### src/design/scene_pkg.sv
`default_nettype none

package scene_pkg;

    localparam int DATA_WIDTH = 16;        // One property value
    localparam int PROP_WIDTH = 4;         // Property selector
    localparam int NUM_LIGHTS_DEFAULT = 8;

    // Decoded instruction kinds
    typedef enum logic [2:0] {
        op_nop        = 3'd0,
        op_camera_set = 3'd1,
        op_light_set  = 3'd2,
        op_frame      = 3'd3,  // Swap banks, enable renderer
        op_render     = 3'd4   // Disable renderer
    } opcode_e;

    // Camera fields, in record order
    typedef enum logic [PROP_WIDTH-1:0] {
        cp_loc_x,
        cp_loc_y,
        cp_loc_z,
        cp_fwd_x,
        cp_fwd_y,
        cp_fwd_z,
        cp_up_x,
        cp_up_y,
        cp_up_z,
        cp_near_clip,
        cp_far_clip,
        cp_fov_h,
        cp_fov_v
    } cam_prop_e;

    typedef enum logic [PROP_WIDTH-1:0] {
        lp_type,     // Low two data bits only
        lp_loc_x,
        lp_loc_y,
        lp_loc_z,
        lp_fwd_x,
        lp_fwd_y,
        lp_fwd_z,
        lp_colour,
        lp_intensity
    } light_prop_e;

    typedef enum logic [1:0] {
        lt_point,
        lt_directional,
        lt_spot
    } light_type_e;

    // 13 x 16 = 208 bits, first field in the MSBs
    typedef struct packed {
        logic [DATA_WIDTH-1:0] loc_x;
        logic [DATA_WIDTH-1:0] loc_y;
        logic [DATA_WIDTH-1:0] loc_z;
        logic [DATA_WIDTH-1:0] fwd_x;
        logic [DATA_WIDTH-1:0] fwd_y;
        logic [DATA_WIDTH-1:0] fwd_z;
        logic [DATA_WIDTH-1:0] up_x;
        logic [DATA_WIDTH-1:0] up_y;
        logic [DATA_WIDTH-1:0] up_z;
        logic [DATA_WIDTH-1:0] near_clip;
        logic [DATA_WIDTH-1:0] far_clip;
        logic [DATA_WIDTH-1:0] fov_h;
        logic [DATA_WIDTH-1:0] fov_v;
    } camera_t;

    // 2 + 8 x 16 = 130 bits
    typedef struct packed {
        light_type_e           ltype;
        logic [DATA_WIDTH-1:0] loc_x;
        logic [DATA_WIDTH-1:0] loc_y;
        logic [DATA_WIDTH-1:0] loc_z;
        logic [DATA_WIDTH-1:0] fwd_x;
        logic [DATA_WIDTH-1:0] fwd_y;
        logic [DATA_WIDTH-1:0] fwd_z;
        logic [DATA_WIDTH-1:0] colour;
        logic [DATA_WIDTH-1:0] intensity;
    } light_t;

endpackage

`default_nettype wire

### src/design/frame_sequencer.sv
`default_nettype none
`timescale 1ns/1ps

// Acts on frame and render commands in the merge stage
module frame_sequencer (
    input  wire                     clk_100mhz,
    input  wire                     rst,
    input  wire                     s2_valid,
    input  wire scene_pkg::opcode_e s2_op,
    input  wire                     controller_busy,
    output logic                    stall,
    output logic                    write_bank,
    output logic                    issue_bank,     // write_bank after this cycle
    output logic                    output_enabled
);

    logic is_frame;
    logic is_render;

    assign is_frame  = s2_valid && s2_op == scene_pkg::op_frame;
    assign is_render = s2_valid && s2_op == scene_pkg::op_render;

    // Hold the whole pipe until the renderer is free
    assign stall = (is_frame || is_render) && controller_busy;

    assign issue_bank = write_bank ^ (is_frame && !controller_busy);

    always_ff @(posedge clk_100mhz) begin
        if (rst) begin
            write_bank     <= 1'b0;
            output_enabled <= 1'b0;
        end else begin
            write_bank <= issue_bank;  // Swap only, no copy
            if (is_frame && !controller_busy) begin
                output_enabled <= 1'b1;
            end else if (is_render && !controller_busy) begin
                output_enabled <= 1'b0;
            end
        end
    end

endmodule

`default_nettype wire

### config.mk
export PLATFORM = sky130hd
export DESIGN_NAME = frame_sequencer
export DESIGN_NICKNAME = d
export VERILOG_FILES = /design/src/design/scene_pkg.sv /design/src/design/frame_sequencer.sv
export SDC_FILE = /design/constraint.sdc
export NUM_CORES = 1
export LEC_CHECK = 0
export BUFFER_PORTS_ARGS = -buffer_cell sky130_fd_sc_hd__buf_4
export CORE_AREA = 2 2 39 41
export CTS_BUF_LIST = sky130_fd_sc_hd__clkbuf_2 sky130_fd_sc_hd__clkbuf_4 sky130_fd_sc_hd__clkbuf_8
export DETAILED_ROUTE_END_ITERATION = 7
export DIE_AREA = 0 0 41 43
export PLACE_DENSITY = 0.4
export SLEW_MARGIN = 10
export SYNTH_ARGS = -nofsm -noshare
export SYNTH_HDL_FRONTEND = slang
export SYNTH_SLANG_ARGS = --single-unit
### constraint.sdc
create_clock -name clk_100mhz -period 1.4 [get_ports clk_100mhz]
set_clock_uncertainty 0.1 [all_clocks]
set_input_delay 0.14 -clock clk_100mhz [delete_from_list [all_inputs] [get_ports clk_100mhz]]
set_output_delay 0.14 -clock clk_100mhz [all_outputs]
set_load 0.03 [all_outputs]
==> run summary <==
Main flop type after synthesis = dfxtp_1
Final worst-path cycle share = 0.9051
Number of diodes = 0
Clock sink total = 2
Yosys warnings = 0
Slew Limit Fails = 0
Max-Cap Viols = 0
Largest net degree at the start of global routing = 6
Port Buf Inserts = 10
Inserted Clock Buffers = 3
PD cells = 815.8 nW/um^2
RR Startpoint = write_bank$_SDFF_PP0_
Worst setup path class = input pin to primary output
CP required = 1160 ps
DIE HEIGHT = 43 um
Minimum clock period = 1267 ps
Number of global-route vias before repair = 203
Relative slew slack = 0.8212
DR iter-0 viols = 3
Proportion of layout cells with a drive suffix above 1 = 0.5333
Final core utilization = 0.2061
#FFs+latches synth = 2
WP data arrival = 1030 ps
Global-route wire length before repair = 731 um
Cells after DPL = 42
Worst-path cell chain = buf_4 -> or3b_1 -> o21ai_0 -> and3_1 -> buf_4
Post-synthesis cell area = 157.7 um^2
Multi-input combinational cell area = 117.6 um^2
Layout net count = 39
Worst Tran Pin Value = 267.1 ps
Hold WC Path Type = input pin to flip-flop
CP endpoint kind = primary output
Final wirelength = 386 um
CP bufs+invs = 2
CP max stage delay = 370 ps
Pre-CTS setup slack = 125.6 ps
Final setup margin = 132.9 ps
EDFF count, synth = 0
Area leader, netlist = dfxtp_1
DR pass1 iterations = 2
Initial Util = 0.1139
Worst hold margin = 112.9 ps
Top Family by Delay on Critical Path = simple AND/OR/NAND/NOR gates
Post-route DRC violation count = 0
Final RePlAce weighted congestion = 0.5907
Fillers = 158
Final Hold Viols = 0
Routed Antenna Nets = 0
Htree depth = 1
I/O Pins = 11
Row count = 14
Core footprint = 1384 um^2
Fraction of registers with async set/reset = 0
Setup TNS = 0 ps
Worst Setup SP = s2_op[0]
Synth Area per Inst = 9.853 um^2
Power, Total = 0.2327 mW
Via density = 3.630
Clk Latency, worst-skew pair = 220 ps
Yosys cell types = 14
Crit-path max FO = 3
Post-Syn Instances = 16
Vias after detailed routing = 167
Final setup fails = 0
Wire per inst = 8.391 um
Final Instance Area = 285.3 um^2
Startpoint Class = input pin
Area Overhead vs Synth = 80.95%
Register area share after synthesis = 0.2540
Longest Clk Path Bufs = 2
Initial antenna violation count = 0
Register area = 40.04 um^2
Global-route usage over all layers = 0.06914
Worst path slowest cell = or3b_1
Grt ovf = 0
Area of the die = 1763 um^2
Root buffer cell = clkbuf_4
Most area-consuming cells after synthesis = dfxtp_1 (25%), nor4b_4 (15%), and4bb_2 (7.9%), mux2_1 (7.1%), nand4bb_1 (7.1%)
Status = completed
Worst IR Drop VDD = 0.4442 mV
F_max = 0.7892 GHz
Worst-path clk slew = 30 ps
RSZ-0062 raised after global routing = no
Placed inst area = 252.7 um^2
LEAKAGE = 0.1336 nW
Synth top area share = 0.2540
CTS tree = done
CP dominant cell by count = buf_4
Horiz. Die Dim = 41 um
List of most frequent post-synthesis cells = dfxtp_1 (2), o21ai_0 (2)
Post-route insts no fill = 46
Syn Nets = 23
Post_cts resized = 0
Hold_sp = s2_op[0]
Post-detailed-placement half-perimeter wirelength = 323.8 um
## worst register-to-register path, cell delays in order (launching register included)
cell     delay (ps)
dfxtp_1         330
nor2b_1         130
mux2_1          270
## repair_timing
action,CTS,global route
hold buffers,1,0
setup buffers,0,0
endpoints found under the hold margin,1,0
## state kept, by name, summed over array words and instances (netlist names)
name,count
output_enabled,1
write_bank,1
## cell families (layout without fill, tap and decap cells)
logic type | Yosys count | in the layout | share of synthesized area
xor+xnor | 1 | 1 | 0.05557
compound gates | 3 | 3 | 0.09521
simple gates | 9 | 9 | 0.5238
flops | 2 | 2 | 0.2540
mux | 1 | 1 | 0.07142
buf+inv | 0 | 14 | 0
## power by group
part / internal [mW] / total (mW) / switching (mW)
Combinational: 0.0260 / 0.0492 / 0.0232
Clock: 0.0941 / 0.123 / 0.0285
Sequential: 0.0594 / 0.0609 / 0.00155
Total: 0.180 / 0.233 / 0.0532
## cell usage in the layout (no fill, tap or decap), drive strengths merged, types with 2 or more instances in the layout
cell and n:
buf 10, clkbuf 3, o21ai 2, dfxtp 2, nand2 2
## metal layers
| layer | vias to the layer above | part of all wire | GRT usage |
|---|---|---|---|
| li1 | 89 | - | - |
| met1 | 66 | 0.47 | 0.06709 |
| met2 | 12 | 0.36 | 0.08438 |
| met3 | 0 | 0.17 | 0.07853 |
| met4 | 0 | 0 | 0.04000 |
| met5 | - | 0 | 0 |
## final timing paths
check | to | slack [ps] | depth (start not counted)
worst max-delay path | stall | 130 | 5
worst min-delay path | output_enabled$_SDFFE_PP0P_ | 110 | 3
worst max register to register | write_bank$_SDFF_PP0_ | 450 | 2
worst min register to register | output_enabled$_SDFFE_PP0P_ | 370 | 2
## area by class of cell
cell class | count | area share
multi-input cells | 14 | 0.4123
repair buffers | 11 | 0.2982
flip-flops and latches | 2 | 0.1404
clock buffers | 3 | 0.07895
well taps | 16 | 0.07018
(Power assumes the default switching activity.)
