==> src/design/scene_pkg.sv <==
`default_nettype none

package scene_pkg;

    localparam int DATA_WIDTH = 16;        // One property value
    localparam int PROP_WIDTH = 4;         // Property selector
    localparam int NUM_LIGHTS_DEFAULT = 8;

    // Decoded instruction kinds
    typedef enum logic [2:0] {
        op_nop        = 3'd0,
        op_camera_set = 3'd1,
        op_light_set  = 3'd2,
        op_frame      = 3'd3,  // Swap banks, enable renderer
        op_render     = 3'd4   // Disable renderer
    } opcode_e;

    // Camera fields, in record order
    typedef enum logic [PROP_WIDTH-1:0] {
        cp_loc_x,
        cp_loc_y,
        cp_loc_z,
        cp_fwd_x,
        cp_fwd_y,
        cp_fwd_z,
        cp_up_x,
        cp_up_y,
        cp_up_z,
        cp_near_clip,
        cp_far_clip,
        cp_fov_h,
        cp_fov_v
    } cam_prop_e;

    typedef enum logic [PROP_WIDTH-1:0] {
        lp_type,     // Low two data bits only
        lp_loc_x,
        lp_loc_y,
        lp_loc_z,
        lp_fwd_x,
        lp_fwd_y,
        lp_fwd_z,
        lp_colour,
        lp_intensity
    } light_prop_e;

    typedef enum logic [1:0] {
        lt_point,
        lt_directional,
        lt_spot
    } light_type_e;

    // 13 x 16 = 208 bits, first field in the MSBs
    typedef struct packed {
        logic [DATA_WIDTH-1:0] loc_x;
        logic [DATA_WIDTH-1:0] loc_y;
        logic [DATA_WIDTH-1:0] loc_z;
        logic [DATA_WIDTH-1:0] fwd_x;
        logic [DATA_WIDTH-1:0] fwd_y;
        logic [DATA_WIDTH-1:0] fwd_z;
        logic [DATA_WIDTH-1:0] up_x;
        logic [DATA_WIDTH-1:0] up_y;
        logic [DATA_WIDTH-1:0] up_z;
        logic [DATA_WIDTH-1:0] near_clip;
        logic [DATA_WIDTH-1:0] far_clip;
        logic [DATA_WIDTH-1:0] fov_h;
        logic [DATA_WIDTH-1:0] fov_v;
    } camera_t;

    // 2 + 8 x 16 = 130 bits
    typedef struct packed {
        light_type_e           ltype;
        logic [DATA_WIDTH-1:0] loc_x;
        logic [DATA_WIDTH-1:0] loc_y;
        logic [DATA_WIDTH-1:0] loc_z;
        logic [DATA_WIDTH-1:0] fwd_x;
        logic [DATA_WIDTH-1:0] fwd_y;
        logic [DATA_WIDTH-1:0] fwd_z;
        logic [DATA_WIDTH-1:0] colour;
        logic [DATA_WIDTH-1:0] intensity;
    } light_t;

endpackage

`default_nettype wire

==> src/design/scene_bank_ram.sv <==
`default_nettype none
`timescale 1ns/1ps

// Port A reads at a_addr and writes at a_wr_addr in the same cycle
module scene_bank_ram #(
    parameter int width = 130,
    parameter int depth = 8
) (
    input  wire                      clk_100mhz,
    input  wire                      a_en,       // Update read enable
    input  wire  [$clog2(depth)-1:0] a_addr,
    input  wire                      a_we,
    input  wire  [$clog2(depth)-1:0] a_wr_addr,
    input  wire  [width-1:0]         a_din,
    input  wire  [$clog2(depth)-1:0] b_addr,     // Display read
    output logic [width-1:0]         a_dout,
    output logic [width-1:0]         b_dout
);

    logic [width-1:0] mem [depth] = '{default: '0};

    always_ff @(posedge clk_100mhz) begin
        if (a_en) begin
            a_dout <= mem[a_addr];  // Read first, a colliding write shows next cycle
        end
        if (a_we) begin
            mem[a_wr_addr] <= a_din;
        end
        b_dout <= mem[b_addr];
    end

endmodule

`default_nettype wire

==> src/design/scene_double_bank.sv <==
`default_nettype none
`timescale 1ns/1ps

module scene_double_bank #(
    parameter int num_lights = scene_pkg::NUM_LIGHTS_DEFAULT
) (
    input  wire                           clk_100mhz,
    input  wire                           rst,
    input  wire                           write_bank,  // Display uses the other one
    input  wire                           rd_en,
    input  wire                           rd_bank,
    input  wire  [$clog2(num_lights)-1:0] rd_addr,
    input  wire                           light_we,
    input  wire                           camera_we,
    input  wire                           wr_bank,
    input  wire  [$clog2(num_lights)-1:0] wr_addr,
    input  wire scene_pkg::light_t        light_wr_data,
    input  wire scene_pkg::camera_t       camera_wr_data,
    input  wire  [$clog2(num_lights)-1:0] light_read_addr,
    output scene_pkg::light_t             light_rd_data,
    output scene_pkg::camera_t            camera_rd_data,
    output scene_pkg::light_t             light_output,
    output scene_pkg::camera_t            camera_output
);

    scene_pkg::light_t  ram_a_dout [2];
    scene_pkg::light_t  ram_b_dout [2];
    scene_pkg::camera_t camera_reg [2];
    logic               rd_bank_q;    // Bank behind light_rd_data
    logic               disp_bank_q;  // Bank behind light_output

    for (genvar i = 0; i < 2; i++) begin : g_bank
        scene_bank_ram #(
            .width ($bits(scene_pkg::light_t)),
            .depth (num_lights)
        ) u_light_ram (
            .clk_100mhz (clk_100mhz),
            .a_en       (rd_en && rd_bank == 1'(i)),
            .a_addr     (rd_addr),
            .a_we       (light_we && wr_bank == 1'(i)),
            .a_wr_addr  (wr_addr),
            .a_din      (light_wr_data),
            .b_addr     (light_read_addr),
            .a_dout     (ram_a_dout[i]),
            .b_dout     (ram_b_dout[i])
        );
    end

    always_ff @(posedge clk_100mhz) begin
        if (rst) begin
            camera_reg[0] <= '0;
            camera_reg[1] <= '0;
            rd_bank_q     <= 1'b0;
            disp_bank_q   <= 1'b1;
        end else begin
            if (camera_we) begin
                camera_reg[wr_bank] <= camera_wr_data;
            end
            if (rd_en) begin
                rd_bank_q <= rd_bank;
            end
            disp_bank_q <= !write_bank;
        end
    end

    // Camera reads, old value on a same-cycle write
    always_ff @(posedge clk_100mhz) begin
        if (rd_en) begin
            camera_rd_data <= camera_reg[rd_bank];
        end
        camera_output <= camera_reg[!write_bank];
    end

    assign light_rd_data = ram_a_dout[rd_bank_q];
    assign light_output  = ram_b_dout[disp_bank_q];

endmodule

`default_nettype wire

==> config.mk <==
export PLATFORM = sky130hd
export DESIGN_NAME = scene_double_bank
export DESIGN_NICKNAME = d
export VERILOG_FILES = /design/src/design/scene_pkg.sv /design/src/design/scene_bank_ram.sv /design/src/design/scene_double_bank.sv
export SDC_FILE = /design/constraint.sdc
export NUM_CORES = 2
export LEC_CHECK = 0
export BUFFER_PORTS_ARGS = -buffer_cell sky130_fd_sc_hd__buf_2
export CORE_MARGIN = 2
export CORE_UTILIZATION = 35
export CTS_CLUSTER_SIZE = 8
export DETAILED_ROUTE_END_ITERATION = 7
export GPL_TIMING_DRIVEN = 0
export PLACE_DENSITY = 0.58
export SLEW_MARGIN = 30
export SYNTH_ARGS = -nofsm -noshare
export SYNTH_HDL_FRONTEND = slang
export SYNTH_SLANG_ARGS = --single-unit
==> constraint.sdc <==
create_clock -name clk_100mhz -period 20.6 [get_ports clk_100mhz]
set_input_delay 3.09 -clock clk_100mhz [delete_from_list [all_inputs] [get_ports clk_100mhz]]
set_output_delay 3.09 -clock clk_100mhz [all_outputs]
set_load 0.01 [all_outputs]
==> summary.md <==
| Metric | Value |
|---|---|
| Part of the power in registers | `0.478` |
| Hold Path Origin | `camera_reg[1][153]` |
| R2R depth | `6` |
| R2r startpoint | `rd_bank_q` |
| Async S/R FF share, synth | `0` |
| Fmax | `0.1467 GHz` |
| CTS H-Tree Depth | `5` |
| Dpl ws | `13.85 ns` |
| Vias in the first global route | `78840` |
| Core Region | `0.3994 mm²` |
| GR Util met3 | `0.05145` |
| Post-CTS setup buffer count | `0` |
| Worst Hold Class | `flip-flop to flip-flop` |
| Die W | `637.6 µm` |
| Unrepaired setup endpoints after global routing | `false` |
| Post-synthesis register bit count | `3434` |
| Buffers on Ports | `1022` |
| DR vias | `75300` |
| Max-cap violations | `0` |
| Primary FF master, synth | `edfxtp_1` |
| Top cells by area, synth | `edfxtp_1 63%, mux4_2 17%, mux2_2 9.6%` |
| Share of the synthesized area in the top cell type | `0.6334` |
| TritonRoute pass-1 iters | `5` |
| Internal Dissipation | `12.88 mW` |
| Final hold violations | `0` |
| Clock Power Share | `0.438` |
| EDFF count, synth | `2964` |
| Chip Height | `637.6 µm` |
| Comb pwr share | `0.084` |
| Most common cell in the netlist | `edfxtp_1` |
| Netlist Area Pre-Place | `0.1405 mm²` |
| Final setup viols | `0` |
| Static Leak | `58.55 nW` |
| Required @ worst endpoint | `17.51 ns` |
| Post-Route WL | `469.8 mm` |
| Final Core Density | `0.4310` |
| Clock sinks | `3434` |
| Clock buffer depth | `4` |
| Max reg flops | `2080` |
| Initial core utilization | `0.3518` |
| Initial DRC count | `7394` |
| Post-synth cell types | `21` |
| Largest net degree at the start of global routing | `79` |
| Crit Path Class | `flip-flop to output pin` |
| Pwr Density | `97.41 mW/mm²` |
| Nets@finish | `8670` |
| Minimum clock period | `6.818 ns` |
| Met1 GRT Util | `0.2593` |
| Max Transition Viols Final | `0` |
| Final routed DRC violation total | `0` |
| Synthesized net count | `6884` |
| GP Congestion | `0.8740` |
| YS warnings | `0` |
| Hold Buf Count CTS | `0` |
| WHS | `0.4838 ns` |
| Net Sw Frac | `0.2320` |
| Largest area contributor in the netlist | `edfxtp_1` |
| Status | `finished, final reports clean` |
| Switching Power | `3.890 mW` |
| Worst Clk Skew | `0.07882 ns` |
| Global routing's busiest layer | `met2` |
| Die area | `0.4065 mm²` |
| Relative slew slack | `0.2708` |
| CP Launch Type | `flip-flop` |
| Skew-Pair Late Insertion Delay | `1.03 ns` |
| Max VDD drop | `0.08377 mV` |
| Syn Area/Cell | `21.52 µm²` |
| Overall Global Routing Usage | `0.2263` |
| Total CTS buffers | `473` |
| WP data arrival | `3.73 ns` |
| Layout cells sized above 1 | `0.4885` |
| Final ANT Viol Nets | `0` |
| Crit-path max FO | `10` |
| Post-synthesis sequential area ratio | `0.7004` |
| CTS Root Cell | `clkbuf_16` |
| Syn-to-layout area delta | `22.53%` |
| Hpwl dp | `331.3 mm` |
| Clock Pin Slew Worst Setup and Hold Paths | `0.05 ns` |
| Grt ovf | `0` |
| Hold endpoint | `camera_output[153]` |
| Cells after synthesis | `6529` |
| Routed WL per cell | `33.32 µm` |
| Boundary Pins | `1031` |
| Via/cell ratio | `5.341` |
| WHS Path Cells | `1` |
| Fill cells | `34370` |
| CTS tree | `built` |
| Met2 usage | `0.3944` |
| Period utilization | `0.3310` |
| Final WS setup | `13.78 ns` |
| Critical path endpoint category | `output pin` |
| Setup slack, reg-to-reg | `18.31 ns` |
| Standard-cell rows | `232` |
| Post-synth top cells | `2964 x edfxtp_1, 1196 x mux2_2, 1040 x mux4_2` |
| Antenna violations before repair | `175` |
| FF-to-FF End | `rd_bank_q` |
| First-pass GRT wire length | `641.1 mm` |
| CTS resizes | `0` |
| Worst-Margin Slew | `1.094 ns` |
==> layout by cell type (no fill, tap or decap), drive strengths merged <==
| cell type | Yosys | final |
|---|---|---|
| nand3 | 1 | 1 |
| inv | 0 | 7 |
| diode | 0 | 104 |
| mux2 | 1196 | 1196 |
| buf | 256 | 1566 |
| mux2i | 1 | 1 |
| nand2b | 3 | 3 |
| nor3 | 4 | 4 |
| edfxtp | 2964 | 2964 |
| and2 | 417 | 417 |
| nor2 | 13 | 13 |
| or3b | 1 | 1 |
| and3b | 1 | 1 |
| dfxtp | 470 | 470 |
| clkbuf | 155 | 1010 |
| nor2b | 1 | 1 |
| bufinv | 0 | 2 |
| or2 | 2 | 2 |
| clkinvlp | 0 | 2 |
| nor3b | 1 | 1 |
| nand2 | 1 | 1 |
| clkinv | 0 | 24 |
| nand3b | 2 | 2 |
| mux4 | 1040 | 1040 |
==> metrics by stage <==
| stage | area (µm²) | TNS [ns] | power (mW) | cells |
|---|---|---|---|---|
| CTS | 171900 | 0 | 16.91 | 13990 |
| finish | 172200 | 0 | 16.77 | 14100 |
| floorplan | 140500 | 0 | 8.864 | 6529 |
| global placement | 152200 | -4160.52 | 9.553 | 12820 |
| global route | 172100 | 0 | 17.27 | 14060 |
| detailed placement | 157900 | 0 | 9.574 | 13110 |
==> logic make-up after synthesis <==
group                  Yosys count  share of synthesized area
multiplexers                  2237                     0.2626
flip-flops                    3434                     0.7004
AND/OR/NAND/NOR                447                    0.01967
buffers and inverters          411                    0.01732
==> worst max-delay path by stage <==
| stage | from | endpoint | slack (ns) | cells past startpoint |
|---|---|---|---|---|
| after CTS | disp_bank_q | light_output[88] | 13.71 | 5 |
| after global routing | disp_bank_q | light_output[88] | 13.65 | 5 |
| after floorplan | wr_addr[0] | g_bank[0].u_light_ram.mem[0][0] | 7.44 | 2 |
| final | disp_bank_q | light_output[88] | 13.78 | 5 |
| after global placement | wr_bank | g_bank[0].u_light_ram.mem[0][84] | -7.91 | 3 |
| after detailed placement | wr_bank | g_bank[1].u_light_ram.mem[0][117] | 13.85 | 14 |
==> power groups by stage <==
stage | clock (mW) | combinational [mW] | sequential [mW]
floorplan | 0 | 0.705 | 8.16
detailed placement | 0 | 1.42 | 8.16
CTS | 7.46 | 1.42 | 8.02
global placement | 0 | 1.35 | 8.20
finish | 7.34 | 1.40 | 8.02
global route | 7.75 | 1.48 | 8.04
==> routing by layer <==
metal  part of all wire  vias up  wire length (µm)
met5            0.00075        -               353
met4              0.053       40             24830
met3              0.076      927             35650
met2               0.51     3514            241600
met1               0.36    39970            167300
li1                   -    30850                 -
==> area by class of cell <==
cell class                      instances  area, µm²  area share
Antenna cell                          104      260.3    0.001512
Clock buffer                          854      13380     0.07772
Tap cell                             5265       6588     0.03826
Clock inverter                         35      628.1    0.003648
Timing Repair Buffer                 1311      10620     0.06169
Sequential cell                      3434      98410      0.5716
Multi-Input combinational cell       2684      39790      0.2311
Buffer                                411       2487     0.01445
==> critical path, cell delays in order (launching register included) <==
cell	delay, ns
dfxtp_1	0.75
clkbuf_4	0.32
buf_16	0.21
clkbuf_1	0.76
mux2_2	0.49
buf_2	0.16
Note: power is estimated with default switching activity, not from simulation.
