===== config.mk =====
export PLATFORM = sky130hd
export DESIGN_NAME = scene_update_pipe
export DESIGN_NICKNAME = d
export VERILOG_FILES = /design/src/design/scene_pkg.sv /design/src/design/scene_update_pipe.sv
export SDC_FILE = /design/constraint.sdc
export NUM_CORES = 1
export LEC_CHECK = 0
export BUFFER_PORTS_ARGS = -buffer_cell sky130_fd_sc_hd__buf_4
export CAP_MARGIN = 30
export CORE_MARGIN = 10
export CORE_UTILIZATION = 24
export DETAILED_ROUTE_END_ITERATION = 7
export SLEW_MARGIN = 15
export SYNTH_ARGS = -nofsm -noshare
export SYNTH_HDL_FRONTEND = slang
export SYNTH_SLANG_ARGS = --single-unit

===== constraint.sdc =====
create_clock -name clk_100mhz -period 15.8 [get_ports clk_100mhz]
set_input_delay 3.16 -clock clk_100mhz [delete_from_list [all_inputs] [get_ports clk_100mhz]]
set_output_delay 3.16 -clock clk_100mhz [all_outputs]
set_load 0.02 [all_outputs]

===== src/design/scene_pkg.sv =====
`default_nettype none

package scene_pkg;

    localparam int DATA_WIDTH = 16;        // One property value
    localparam int PROP_WIDTH = 4;         // Property selector
    localparam int NUM_LIGHTS_DEFAULT = 8;

    // Decoded instruction kinds
    typedef enum logic [2:0] {
        op_nop        = 3'd0,
        op_camera_set = 3'd1,
        op_light_set  = 3'd2,
        op_frame      = 3'd3,  // Swap banks, enable renderer
        op_render     = 3'd4   // Disable renderer
    } opcode_e;

    // Camera fields, in record order
    typedef enum logic [PROP_WIDTH-1:0] {
        cp_loc_x,
        cp_loc_y,
        cp_loc_z,
        cp_fwd_x,
        cp_fwd_y,
        cp_fwd_z,
        cp_up_x,
        cp_up_y,
        cp_up_z,
        cp_near_clip,
        cp_far_clip,
        cp_fov_h,
        cp_fov_v
    } cam_prop_e;

    typedef enum logic [PROP_WIDTH-1:0] {
        lp_type,     // Low two data bits only
        lp_loc_x,
        lp_loc_y,
        lp_loc_z,
        lp_fwd_x,
        lp_fwd_y,
        lp_fwd_z,
        lp_colour,
        lp_intensity
    } light_prop_e;

    typedef enum logic [1:0] {
        lt_point,
        lt_directional,
        lt_spot
    } light_type_e;

    // 13 x 16 = 208 bits, first field in the MSBs
    typedef struct packed {
        logic [DATA_WIDTH-1:0] loc_x;
        logic [DATA_WIDTH-1:0] loc_y;
        logic [DATA_WIDTH-1:0] loc_z;
        logic [DATA_WIDTH-1:0] fwd_x;
        logic [DATA_WIDTH-1:0] fwd_y;
        logic [DATA_WIDTH-1:0] fwd_z;
        logic [DATA_WIDTH-1:0] up_x;
        logic [DATA_WIDTH-1:0] up_y;
        logic [DATA_WIDTH-1:0] up_z;
        logic [DATA_WIDTH-1:0] near_clip;
        logic [DATA_WIDTH-1:0] far_clip;
        logic [DATA_WIDTH-1:0] fov_h;
        logic [DATA_WIDTH-1:0] fov_v;
    } camera_t;

    // 2 + 8 x 16 = 130 bits
    typedef struct packed {
        light_type_e           ltype;
        logic [DATA_WIDTH-1:0] loc_x;
        logic [DATA_WIDTH-1:0] loc_y;
        logic [DATA_WIDTH-1:0] loc_z;
        logic [DATA_WIDTH-1:0] fwd_x;
        logic [DATA_WIDTH-1:0] fwd_y;
        logic [DATA_WIDTH-1:0] fwd_z;
        logic [DATA_WIDTH-1:0] colour;
        logic [DATA_WIDTH-1:0] intensity;
    } light_t;

endpackage

`default_nettype wire


===== src/design/scene_update_pipe.sv =====
`default_nettype none
`timescale 1ns/1ps

// Read in accept cycle, merge one cycle later, write the cycle after
module scene_update_pipe #(
    parameter int num_lights = scene_pkg::NUM_LIGHTS_DEFAULT
) (
    input  wire                                  clk_100mhz,
    input  wire                                  rst,
    input  wire                                  inst_valid,
    input  wire scene_pkg::opcode_e              inst_op,
    input  wire  [scene_pkg::PROP_WIDTH-1:0]     inst_prop,
    input  wire  [$clog2(num_lights)-1:0]        inst_index,
    input  wire  [scene_pkg::DATA_WIDTH-1:0]     inst_data,
    input  wire                                  stall,
    input  wire                                  issue_bank,  // Bank for a new instruction
    input  wire scene_pkg::light_t               light_rd_data,
    input  wire scene_pkg::camera_t              camera_rd_data,
    output logic                                 rd_en,
    output logic                                 rd_bank,
    output logic [$clog2(num_lights)-1:0]        rd_addr,
    output logic                                 s2_valid,
    output scene_pkg::opcode_e                   s2_op,
    output logic                                 light_we,
    output logic                                 camera_we,
    output logic                                 wr_bank,
    output logic [$clog2(num_lights)-1:0]        wr_addr,
    output scene_pkg::light_t                    light_wr_data,
    output scene_pkg::camera_t                   camera_wr_data
);

    // Merge stage
    logic [scene_pkg::PROP_WIDTH-1:0] s2_prop;
    logic [$clog2(num_lights)-1:0]    s2_index;
    logic [scene_pkg::DATA_WIDTH-1:0] s2_data;
    logic                             s2_bank;

    // Write stage
    logic                             s3_valid;
    scene_pkg::opcode_e               s3_op;
    logic [$clog2(num_lights)-1:0]    s3_index;
    logic                             s3_bank;
    scene_pkg::light_t                s3_light;
    scene_pkg::camera_t               s3_camera;

    // Record written in the cycle before, RAM read missed it
    logic                             prev_valid;
    scene_pkg::opcode_e               prev_op;
    logic [$clog2(num_lights)-1:0]    prev_index;
    logic                             prev_bank;
    scene_pkg::light_t                prev_light;
    scene_pkg::camera_t               prev_camera;

    logic               s3_hit;
    logic               prev_hit;
    scene_pkg::light_t  base_light;
    scene_pkg::light_t  merged_light;
    scene_pkg::camera_t base_camera;
    scene_pkg::camera_t merged_camera;

    assign rd_en   = inst_valid && !stall;  // Read data holds while stalled
    assign rd_bank = issue_bank;
    assign rd_addr = inst_index;            // Ignored for camera

    always_ff @(posedge clk_100mhz) begin
        if (rst) begin
            s2_valid   <= 1'b0;
            s3_valid   <= 1'b0;
            prev_valid <= 1'b0;
        end else if (!stall) begin
            s2_valid   <= inst_valid;
            s3_valid   <= s2_valid;
            prev_valid <= s3_valid;
        end
    end

    always_ff @(posedge clk_100mhz) begin
        if (!stall) begin
            s2_op       <= inst_op;
            s2_prop     <= inst_prop;
            s2_index    <= inst_index;
            s2_data     <= inst_data;
            s2_bank     <= issue_bank;  // Sees a swap from the merge stage
            s3_op       <= s2_op;
            s3_index    <= s2_index;
            s3_bank     <= s2_bank;
            s3_light    <= merged_light;
            s3_camera   <= merged_camera;
            prev_op     <= s3_op;
            prev_index  <= s3_index;
            prev_bank   <= s3_bank;
            prev_light  <= s3_light;
            prev_camera <= s3_camera;
        end
    end

    // Same kind, same bank, same light index
    assign s3_hit = s3_valid && s3_op == s2_op && s3_bank == s2_bank &&
                    (s2_op == scene_pkg::op_camera_set || s3_index == s2_index);
    assign prev_hit = prev_valid && prev_op == s2_op && prev_bank == s2_bank &&
                      (s2_op == scene_pkg::op_camera_set || prev_index == s2_index);

    always_comb begin
        // Newest copy wins
        base_light  = s3_hit ? s3_light : (prev_hit ? prev_light : light_rd_data);
        base_camera = s3_hit ? s3_camera : (prev_hit ? prev_camera : camera_rd_data);
        merged_light  = base_light;
        merged_camera = base_camera;

        case (scene_pkg::light_prop_e'(s2_prop))
            scene_pkg::lp_type:      merged_light.ltype = scene_pkg::light_type_e'(s2_data[1:0]);
            scene_pkg::lp_loc_x:     merged_light.loc_x     = s2_data;
            scene_pkg::lp_loc_y:     merged_light.loc_y     = s2_data;
            scene_pkg::lp_loc_z:     merged_light.loc_z     = s2_data;
            scene_pkg::lp_fwd_x:     merged_light.fwd_x     = s2_data;
            scene_pkg::lp_fwd_y:     merged_light.fwd_y     = s2_data;
            scene_pkg::lp_fwd_z:     merged_light.fwd_z     = s2_data;
            scene_pkg::lp_colour:    merged_light.colour    = s2_data;
            scene_pkg::lp_intensity: merged_light.intensity = s2_data;
            default: ;  // Unused selectors leave the record alone
        endcase

        case (scene_pkg::cam_prop_e'(s2_prop))
            scene_pkg::cp_loc_x:     merged_camera.loc_x     = s2_data;
            scene_pkg::cp_loc_y:     merged_camera.loc_y     = s2_data;
            scene_pkg::cp_loc_z:     merged_camera.loc_z     = s2_data;
            scene_pkg::cp_fwd_x:     merged_camera.fwd_x     = s2_data;
            scene_pkg::cp_fwd_y:     merged_camera.fwd_y     = s2_data;
            scene_pkg::cp_fwd_z:     merged_camera.fwd_z     = s2_data;
            scene_pkg::cp_up_x:      merged_camera.up_x      = s2_data;
            scene_pkg::cp_up_y:      merged_camera.up_y      = s2_data;
            scene_pkg::cp_up_z:      merged_camera.up_z      = s2_data;
            scene_pkg::cp_near_clip: merged_camera.near_clip = s2_data;
            scene_pkg::cp_far_clip:  merged_camera.far_clip  = s2_data;
            scene_pkg::cp_fov_h:     merged_camera.fov_h     = s2_data;
            scene_pkg::cp_fov_v:     merged_camera.fov_v     = s2_data;
            default: ;
        endcase
    end

    // One write per instruction, held back while frozen
    assign light_we  = s3_valid && s3_op == scene_pkg::op_light_set && !stall;
    assign camera_we = s3_valid && s3_op == scene_pkg::op_camera_set && !stall;
    assign wr_bank        = s3_bank;
    assign wr_addr        = s3_index;
    assign light_wr_data  = s3_light;
    assign camera_wr_data = s3_camera;

endmodule

`default_nettype wire


==> run_summary.xml, run 1 <==
<?xml version="1.0" encoding="UTF-8"?>
<metrics>
  <group name="drt">
    <metric name="routed_wire_length_per_instance" unit="um">30.3</metric>
    <metric name="finalWirelength" unit="um">143000</metric>
    <metric name="postRouteAntennaNets" unit="">0</metric>
    <metric name="route.vias.total" unit="">25500</metric>
    <metric name="drt_first_pass_iters" unit="">6</metric>
    <metric name="drt-vias-per-instance" unit="">5.40</metric>
    <metric name="detail_route.iter0.violations" unit="">2980</metric>
    <metric name="remaining_drc_errors" unit="">0</metric>
  </group>
  <group name="global_route">
    <metric name="antenna_found_initial" unit="">32</metric>
    <metric name="gr-usage-all-layers" unit="">0.186</metric>
    <metric name="grt_max_degree" unit="">156</metric>
    <metric name="grt_pass1_wl" unit="um">196000</metric>
    <metric name="first_global_vias" unit="">24700</metric>
    <metric name="grt_remaining_overflow" unit="">0</metric>
  </group>
  <group name="cells_and_area">
    <metric name="layout.cells.most_common" unit="">buf_4</metric>
    <metric name="num-fill-cells" unit="">13000</metric>
    <metric name="nNetsFinal" unit="">3266</metric>
    <metric name="layout.cells.non_filler" unit="">4727</metric>
    <metric name="fin_util" unit="">0.315</metric>
    <metric name="layout_common_cells" unit="">795 x buf_4, 717 x edfxtp_1, 339 x a31oi_1</metric>
    <metric name="synthToLayoutAreaGrowth" unit="%">30.7</metric>
    <metric name="layout.cell_area.non_filler" unit="um^2">40800</metric>
    <metric name="drive_gt1_frac" unit="">0.320</metric>
  </group>
  <group name="run">
    <metric name="cap_violations" unit="">0</metric>
  </group>
  <group name="clock_network">
    <metric name="clock_buffers_created_by_tritoncts" unit="">84</metric>
    <metric name="post_cts_hold_buffer_count" unit="">0</metric>
    <metric name="cts.path.max_buffers" unit="">3</metric>
    <metric name="cts_num_sinks" unit="">720</metric>
    <metric name="htreeDepth" unit="">3</metric>
    <metric name="cts_setup_buffers" unit="">0</metric>
    <metric name="clk_latency" unit="ns">0.69</metric>
    <metric name="path_clk_slew" unit="ns">0.06</metric>
    <metric name="tritoncts" unit="">yes</metric>
    <metric name="clockRootBuffer" unit="">clkbuf_16</metric>
    <metric name="postCtsResizedCells" unit="">0</metric>
  </group>
  <group name="synthesis">
    <metric name="yosys_warnings" unit="">0</metric>
    <metric name="synth_top_area_frac" unit="">0.691</metric>
    <metric name="synth_area_per_cell" unit="um^2">13.5</metric>
    <metric name="synthCells" unit="">2314</metric>
    <metric name="post_synth_num_cell_types" unit="">25</metric>
    <metric name="cell_type_contributing_the_most_total_cell_area_after_synthesis" unit="">edfxtp_1</metric>
    <metric name="synth_area_leaders" unit="">edfxtp_1 69%, o31ai_1 8.1%, a31oi_1 6.8%</metric>
    <metric name="ys_seq_elements" unit="">720</metric>
    <metric name="postSynthNetCount" unit="">2683</metric>
    <metric name="synth-seq-area-share" unit="">0.693</metric>
    <metric name="mappedNetlistArea" unit="um^2">31200</metric>
  </group>
  <group name="placed_design">
    <metric name="dp_worst_setup_slack" unit="ns">8.05</metric>
    <metric name="dp_cells" unit="">4552</metric>
    <metric name="placement.cell_area" unit="um^2">38000</metric>
    <metric name="port_buffers" unit="">721</metric>
    <metric name="globalplace.congestion" unit="">0.825</metric>
    <metric name="detailedPlacementHpwl" unit="um">93400</metric>
  </group>
  <group name="power">
    <metric name="power_leakage" unit="nW">13.8</metric>
    <metric name="ir_drop" unit="V">0.0000794</metric>
    <metric name="power.internal" unit="mW">3.55</metric>
    <metric name="power.combinational.fraction" unit="">0.137</metric>
    <metric name="power_frac_seq" unit="">0.470</metric>
    <metric name="clock_power_share" unit="">0.393</metric>
    <metric name="switching_share" unit="">0.281</metric>
    <metric name="power_dissipated_by_switching_net_loads" unit="mW">1.39</metric>
    <metric name="fin_total_pwr" unit="mW">4.94</metric>
    <metric name="power_density" unit="nW/um^2">121</metric>
  </group>
  <group name="critical_path">
    <metric name="worst_setup_path_end_kind" unit="">primary output</metric>
    <metric name="r2r.worst_path.cells" unit="">6</metric>
    <metric name="arrival" unit="ns">4.59</metric>
    <metric name="critPathMaxFanout" unit="">79</metric>
    <metric name="reg2reg_slack" unit="ns">11.70</metric>
    <metric name="crit-reg2reg-launch" unit="">s2_op[2]$_DFFE_PN_</metric>
    <metric name="critical_path.startpoint_type" unit="">input port</metric>
    <metric name="worst_ep_required_time" unit="ns">12.64</metric>
    <metric name="rr_endpoint" unit="">camera_wr_data[86]$_DFFE_PP_</metric>
    <metric name="timing.setup.critical_path_class" unit="">in -&gt; out</metric>
  </group>
  <group name="min_path">
    <metric name="cell_depth_of_the_worst_min_delay_path" unit="">0</metric>
    <metric name="worst_hold_endpoint" unit="">prev_camera[144]$_DFFE_PN_</metric>
    <metric name="hold_path_startpoint" unit="">camera_wr_data[144]$_DFFE_PP_</metric>
    <metric name="worst_hold_path_type" unit="">reg -&gt; reg</metric>
  </group>
  <group name="floorplan">
    <metric name="die_height" unit="um">380</metric>
    <metric name="core_area" unit="um^2">129000</metric>
    <metric name="design.die.area" unit="um^2">145000</metric>
    <metric name="initial_utilization" unit="">0.241</metric>
    <metric name="num_io_pins" unit="">722</metric>
    <metric name="std_cell_rows" unit="">132</metric>
    <metric name="die_width" unit="um">380</metric>
  </group>
  <group name="sta">
    <metric name="maxSlewViolCount" unit="">0</metric>
    <metric name="timing_hold_violations_final" unit="">0</metric>
    <metric name="timing.hold.ws" unit="ns">0.444</metric>
    <metric name="finalCritPeriodShare" unit="">0.490</metric>
    <metric name="rsz0062_at_grt" unit="">false</metric>
    <metric name="setup_viol" unit="">0</metric>
    <metric name="final.setup.tns" unit="ns">0</metric>
    <metric name="slew_headroom" unit="">0.142</metric>
    <metric name="worst-slew-pin-transition" unit="ns">1.29</metric>
    <metric name="final_period_minus_worst_setup_slack" unit="ns">7.75</metric>
    <metric name="timing.fmax" unit="MHz">129</metric>
    <metric name="post-route-worst-setup-slack" unit="ns">8.05</metric>
    <metric name="clock-skew-final" unit="ns">0.0327</metric>
  </group>
  <group name="outcome">
    <metric name="outcome" unit="">finished, final reports clean</metric>
  </group>
</metrics>
-- power groups by stage --
stage               combinational, mW  sequential, mW  clock (mW)
CTS                             0.679            2.32        1.98
detailed placement              0.678            2.35           0
global route                    0.709            2.33        2.05
floorplan                       0.263            2.43           0
global placement                0.671            2.35           0
finish                          0.678            2.32        1.94
-- critical path, stage by stage --
cell	delay [ns]
buf_4	0.14
inv_8	0.41
nand3_1	0.25
nor3b_1	0.34
buf_4	0.21
-- synthesized netlist by cell type --
master	n
edfxtp_1	717
a31oi_1	339
nand4_1	338
o31ai_1	338
nor2_1	213
buf_2	143
clkbuf_1	114
buf_6	33
a21oi_1	14
xnor2_1	14
buf_4	13
nand2_1	11
nand3_1	6
nor2b_1	5
dfxtp_1	3
inv_1	2
mux2i_1	2
nor3b_1	2
a31o_2	1
a31oi_2	1
and2_1	1
and3_1	1
nand3_2	1
nor3_1	1
nor3b_2	1
-- layout make-up --
cell class,count,area [um^2],area share
Multi-Input combinational cell,1289,8150,0.200
Timing Repair Buffer,800,6100,0.150
Inverter,2,15.0,0.000368
Clock buffer,104,2180,0.0534
Tap cell,1742,2180,0.0535
Clock inverter,51,497,0.0122
Sequential cell,720,21600,0.530
Antenna cell,19,47.5,0.00117
-- state kept, by name, indices dropped and copies added, names as in the netlist, 3 cells and up --
signal          cells
s3_op               3
camera_wr_data    208
s2_op               3
prev_index          3
light_wr_data     130
s2_data            16
wr_addr             3
prev_light        130
s2_index            3
prev_op             3
s2_prop             4
prev_camera       208
-- how the worst max path moves through the flow --
| stage | startpoint | end | slack, ns |
|---|---|---|---|
| final | stall | camera_we | 8.05 |
| after global routing | stall | camera_we | 7.99 |
| after CTS | stall | camera_we | 8.05 |
| after detailed placement | stall | camera_we | 8.05 |
| after global placement | stall | camera_we | 8.05 |
| after floorplan | stall | camera_we | 0.48 |
-- kinds of logic (layout without fill, tap and decap cells) --
kind of cell / Yosys count / after routing / synth area share
muxes: 2 / 2 / 0.000642
other: 0 / 19 / 0
and+or+nand+nor: 580 / 580 / 0.0985
xor gates and xnor gates: 14 / 14 / 0.00393
DFF: 720 / 720 / 0.693
AOI/OAI and AO/OA: 693 / 693 / 0.152
buffers and inverters: 305 / 957 / 0.0520
-- layer usage --
metal | up-vias | GRT usage | wire length [um]
li1 | 10800 | - | -
met1 | 12800 | 0.238 | 56600
met2 | 1673 | 0.291 | 66700
met3 | 251 | 0.0553 | 14400
met4 | 14 | 0.0777 | 5530
met5 | - | 0 | 79
No activity file was read; power rests on OpenSTA's default activity.
==> run 2: changes to the inputs <==
- clock period: 15.8 -> 7.4 ns (I/O delays scaled with it)
==> run 2 against run 1 <==
Net effect: design area is 0.20% higher; global-route usage increased by 0.37 points; clock skew is 0.0012 ns lower; combinational power increased by 110%; register-to-register slack worse by 7.7 ns; worst hold slack worse by 0.012 ns; total power increased by 120%.
==> run_summary.xml, run 2 (synthesis results as in run 1) <==
<?xml version="1.0" encoding="UTF-8"?>
<metrics>
  <group name="cells_and_area">
    <metric name="num-fill-cells" unit="">12900</metric>
    <metric name="drive_gt1_frac" unit="">0.320</metric>
    <metric name="layout.cells.non_filler" unit="">4713</metric>
    <metric name="layout.cells.most_common" unit="">buf_4</metric>
    <metric name="layout_common_cells" unit="">782 x buf_4, 717 x edfxtp_1, 339 x a31oi_1</metric>
    <metric name="nNetsFinal" unit="">3259</metric>
    <metric name="synthToLayoutAreaGrowth" unit="%">31.0</metric>
  </group>
  <group name="global_route">
    <metric name="grt_remaining_overflow" unit="">0</metric>
    <metric name="grt_max_degree" unit="">159</metric>
    <metric name="grt_pass1_wl" unit="um">199000</metric>
    <metric name="first_global_vias" unit="">25200</metric>
    <metric name="gr-usage-all-layers" unit="">0.189</metric>
    <metric name="antenna_found_initial" unit="">37</metric>
  </group>
  <group name="critical_path">
    <metric name="arrival" unit="ns">3.35</metric>
    <metric name="critical_path.startpoint_type" unit="">input port</metric>
    <metric name="critPathMaxFanout" unit="">31</metric>
    <metric name="worst_ep_required_time" unit="ns">5.92</metric>
    <metric name="worst_setup_path_end_kind" unit="">primary output</metric>
    <metric name="timing.setup.critical_path_class" unit="">in -&gt; out</metric>
  </group>
  <group name="clock_network">
    <metric name="clk_latency" unit="ns">0.70</metric>
    <metric name="postCtsResizedCells" unit="">0</metric>
    <metric name="tritoncts" unit="">yes</metric>
    <metric name="cts_setup_buffers" unit="">0</metric>
    <metric name="cts_num_sinks" unit="">720</metric>
    <metric name="cts.path.max_buffers" unit="">3</metric>
    <metric name="htreeDepth" unit="">3</metric>
    <metric name="clock_buffers_created_by_tritoncts" unit="">85</metric>
    <metric name="clockRootBuffer" unit="">clkbuf_16</metric>
    <metric name="post_cts_hold_buffer_count" unit="">0</metric>
    <metric name="path_clk_slew" unit="ns">0.06</metric>
  </group>
  <group name="floorplan">
    <metric name="design.die.area" unit="um^2">145000</metric>
    <metric name="num_io_pins" unit="">722</metric>
    <metric name="core_area" unit="um^2">129000</metric>
    <metric name="std_cell_rows" unit="">132</metric>
    <metric name="die_height" unit="um">380</metric>
    <metric name="die_width" unit="um">380</metric>
    <metric name="initial_utilization" unit="">0.241</metric>
  </group>
  <group name="placed_design">
    <metric name="detailedPlacementHpwl" unit="um">93200</metric>
    <metric name="globalplace.congestion" unit="">0.816</metric>
    <metric name="port_buffers" unit="">721</metric>
    <metric name="dp_worst_setup_slack" unit="ns">2.51</metric>
    <metric name="dp_cells" unit="">4543</metric>
  </group>
  <group name="min_path">
    <metric name="worst_hold_path_type" unit="">reg -&gt; reg</metric>
  </group>
  <group name="power">
    <metric name="fin_total_pwr" unit="mW">10.7</metric>
    <metric name="power_leakage" unit="nW">13.8</metric>
    <metric name="power_frac_seq" unit="">0.465</metric>
    <metric name="power.internal" unit="mW">7.68</metric>
    <metric name="power_dissipated_by_switching_net_loads" unit="mW">2.99</metric>
    <metric name="power_density" unit="nW/um^2">261</metric>
    <metric name="power.combinational.fraction" unit="">0.135</metric>
    <metric name="ir_drop" unit="V">0.000149</metric>
    <metric name="clock_power_share" unit="">0.400</metric>
    <metric name="switching_share" unit="">0.280</metric>
  </group>
  <group name="sta">
    <metric name="timing.fmax" unit="MHz">207</metric>
    <metric name="maxSlewViolCount" unit="">0</metric>
    <metric name="post-route-worst-setup-slack" unit="ns">2.57</metric>
    <metric name="final.setup.tns" unit="ns">0</metric>
    <metric name="slew_headroom" unit="">0.204</metric>
    <metric name="final_period_minus_worst_setup_slack" unit="ns">4.83</metric>
    <metric name="rsz0062_at_grt" unit="">false</metric>
    <metric name="finalCritPeriodShare" unit="">0.652</metric>
    <metric name="clock-skew-final" unit="ns">0.0315</metric>
    <metric name="setup_viol" unit="">0</metric>
    <metric name="worst-slew-pin-transition" unit="ns">1.19</metric>
    <metric name="timing_hold_violations_final" unit="">0</metric>
  </group>
  <group name="drt">
    <metric name="postRouteAntennaNets" unit="">0</metric>
    <metric name="drt-vias-per-instance" unit="">5.44</metric>
    <metric name="routed_wire_length_per_instance" unit="um">30.9</metric>
    <metric name="detail_route.iter0.violations" unit="">3259</metric>
    <metric name="drt_first_pass_iters" unit="">6</metric>
    <metric name="route.vias.total" unit="">25600</metric>
    <metric name="finalWirelength" unit="um">146000</metric>
    <metric name="remaining_drc_errors" unit="">0</metric>
  </group>
  <group name="run">
    <metric name="cap_violations" unit="">0</metric>
  </group>
  <group name="outcome">
    <metric name="outcome" unit="">finished, final reports clean</metric>
  </group>
</metrics>
run 2: path summary, 6_finish.rpt:
kind | start | end | slack, ns | cells after the start
min reg2reg | light_wr_data[22]$_DFFE_PP_ | prev_light[22]$_DFFE_PN_ | 0.43 | 0
min | light_wr_data[22]$_DFFE_PP_ | prev_light[22]$_DFFE_PN_ | 0.43 | 0
max reg2reg | s2_op[1]$_DFFE_PN_ | camera_wr_data[85]$_DFFE_PP_ | 4.01 | 6
max | stall | light_we | 2.57 | 5
run 2: routing by layer:
| metal | GRT usage | wire length [um] | vias up |
|---|---|---|---|
| li1 | - | - | 10800 |
| met1 | 0.241 | 56800 | 12900 |
| met2 | 0.297 | 68400 | 1683 |
| met3 | 0.0534 | 14400 | 255 |
| met4 | 0.0878 | 5970 | 24 |
| met5 | 0 | 159 | - |
run 2: layout make-up:
type,count,area [um^2],area share
Sequential cell,720,21600,0.529
Multi-Input combinational cell,1289,8150,0.200
Timing Repair Buffer,792,6100,0.149
Clock buffer,103,2230,0.0545
Tap cell,1742,2180,0.0534
Clock inverter,48,536,0.0131
Antenna cell,17,42.5,0.00104
Inverter,2,11.3,0.000276
run 2: per-stage QoR:
stage	instance area (um^2)	utilization	hold WS (ns)
2_1_floorplan	31200	-	0.472
3_3_place_gp	37900	0.293	0.433
3_5_place_dp	38000	0.294	0.435
4_1_cts	40700	0.315	0.433
5_1_grt	40800	0.316	0.455
6_report	40800	0.316	0.432
run 2: power groups by stage:
stage	sequential, mW	combinational, mW	clock (mW)
finish	4.96	1.44	4.27
CTS	4.96	1.45	4.36
global route	4.98	1.51	4.50
global placement	5.03	1.44	0
floorplan	5.17	0.563	0
detailed placement	5.03	1.45	0
run 2: worst max-delay path, stage by stage:
cell and delay (ns):
buf_4 0.35, clkinvlp_4 0.76, nand3_1 0.43, nor3b_1 0.13
buf_4 0.18
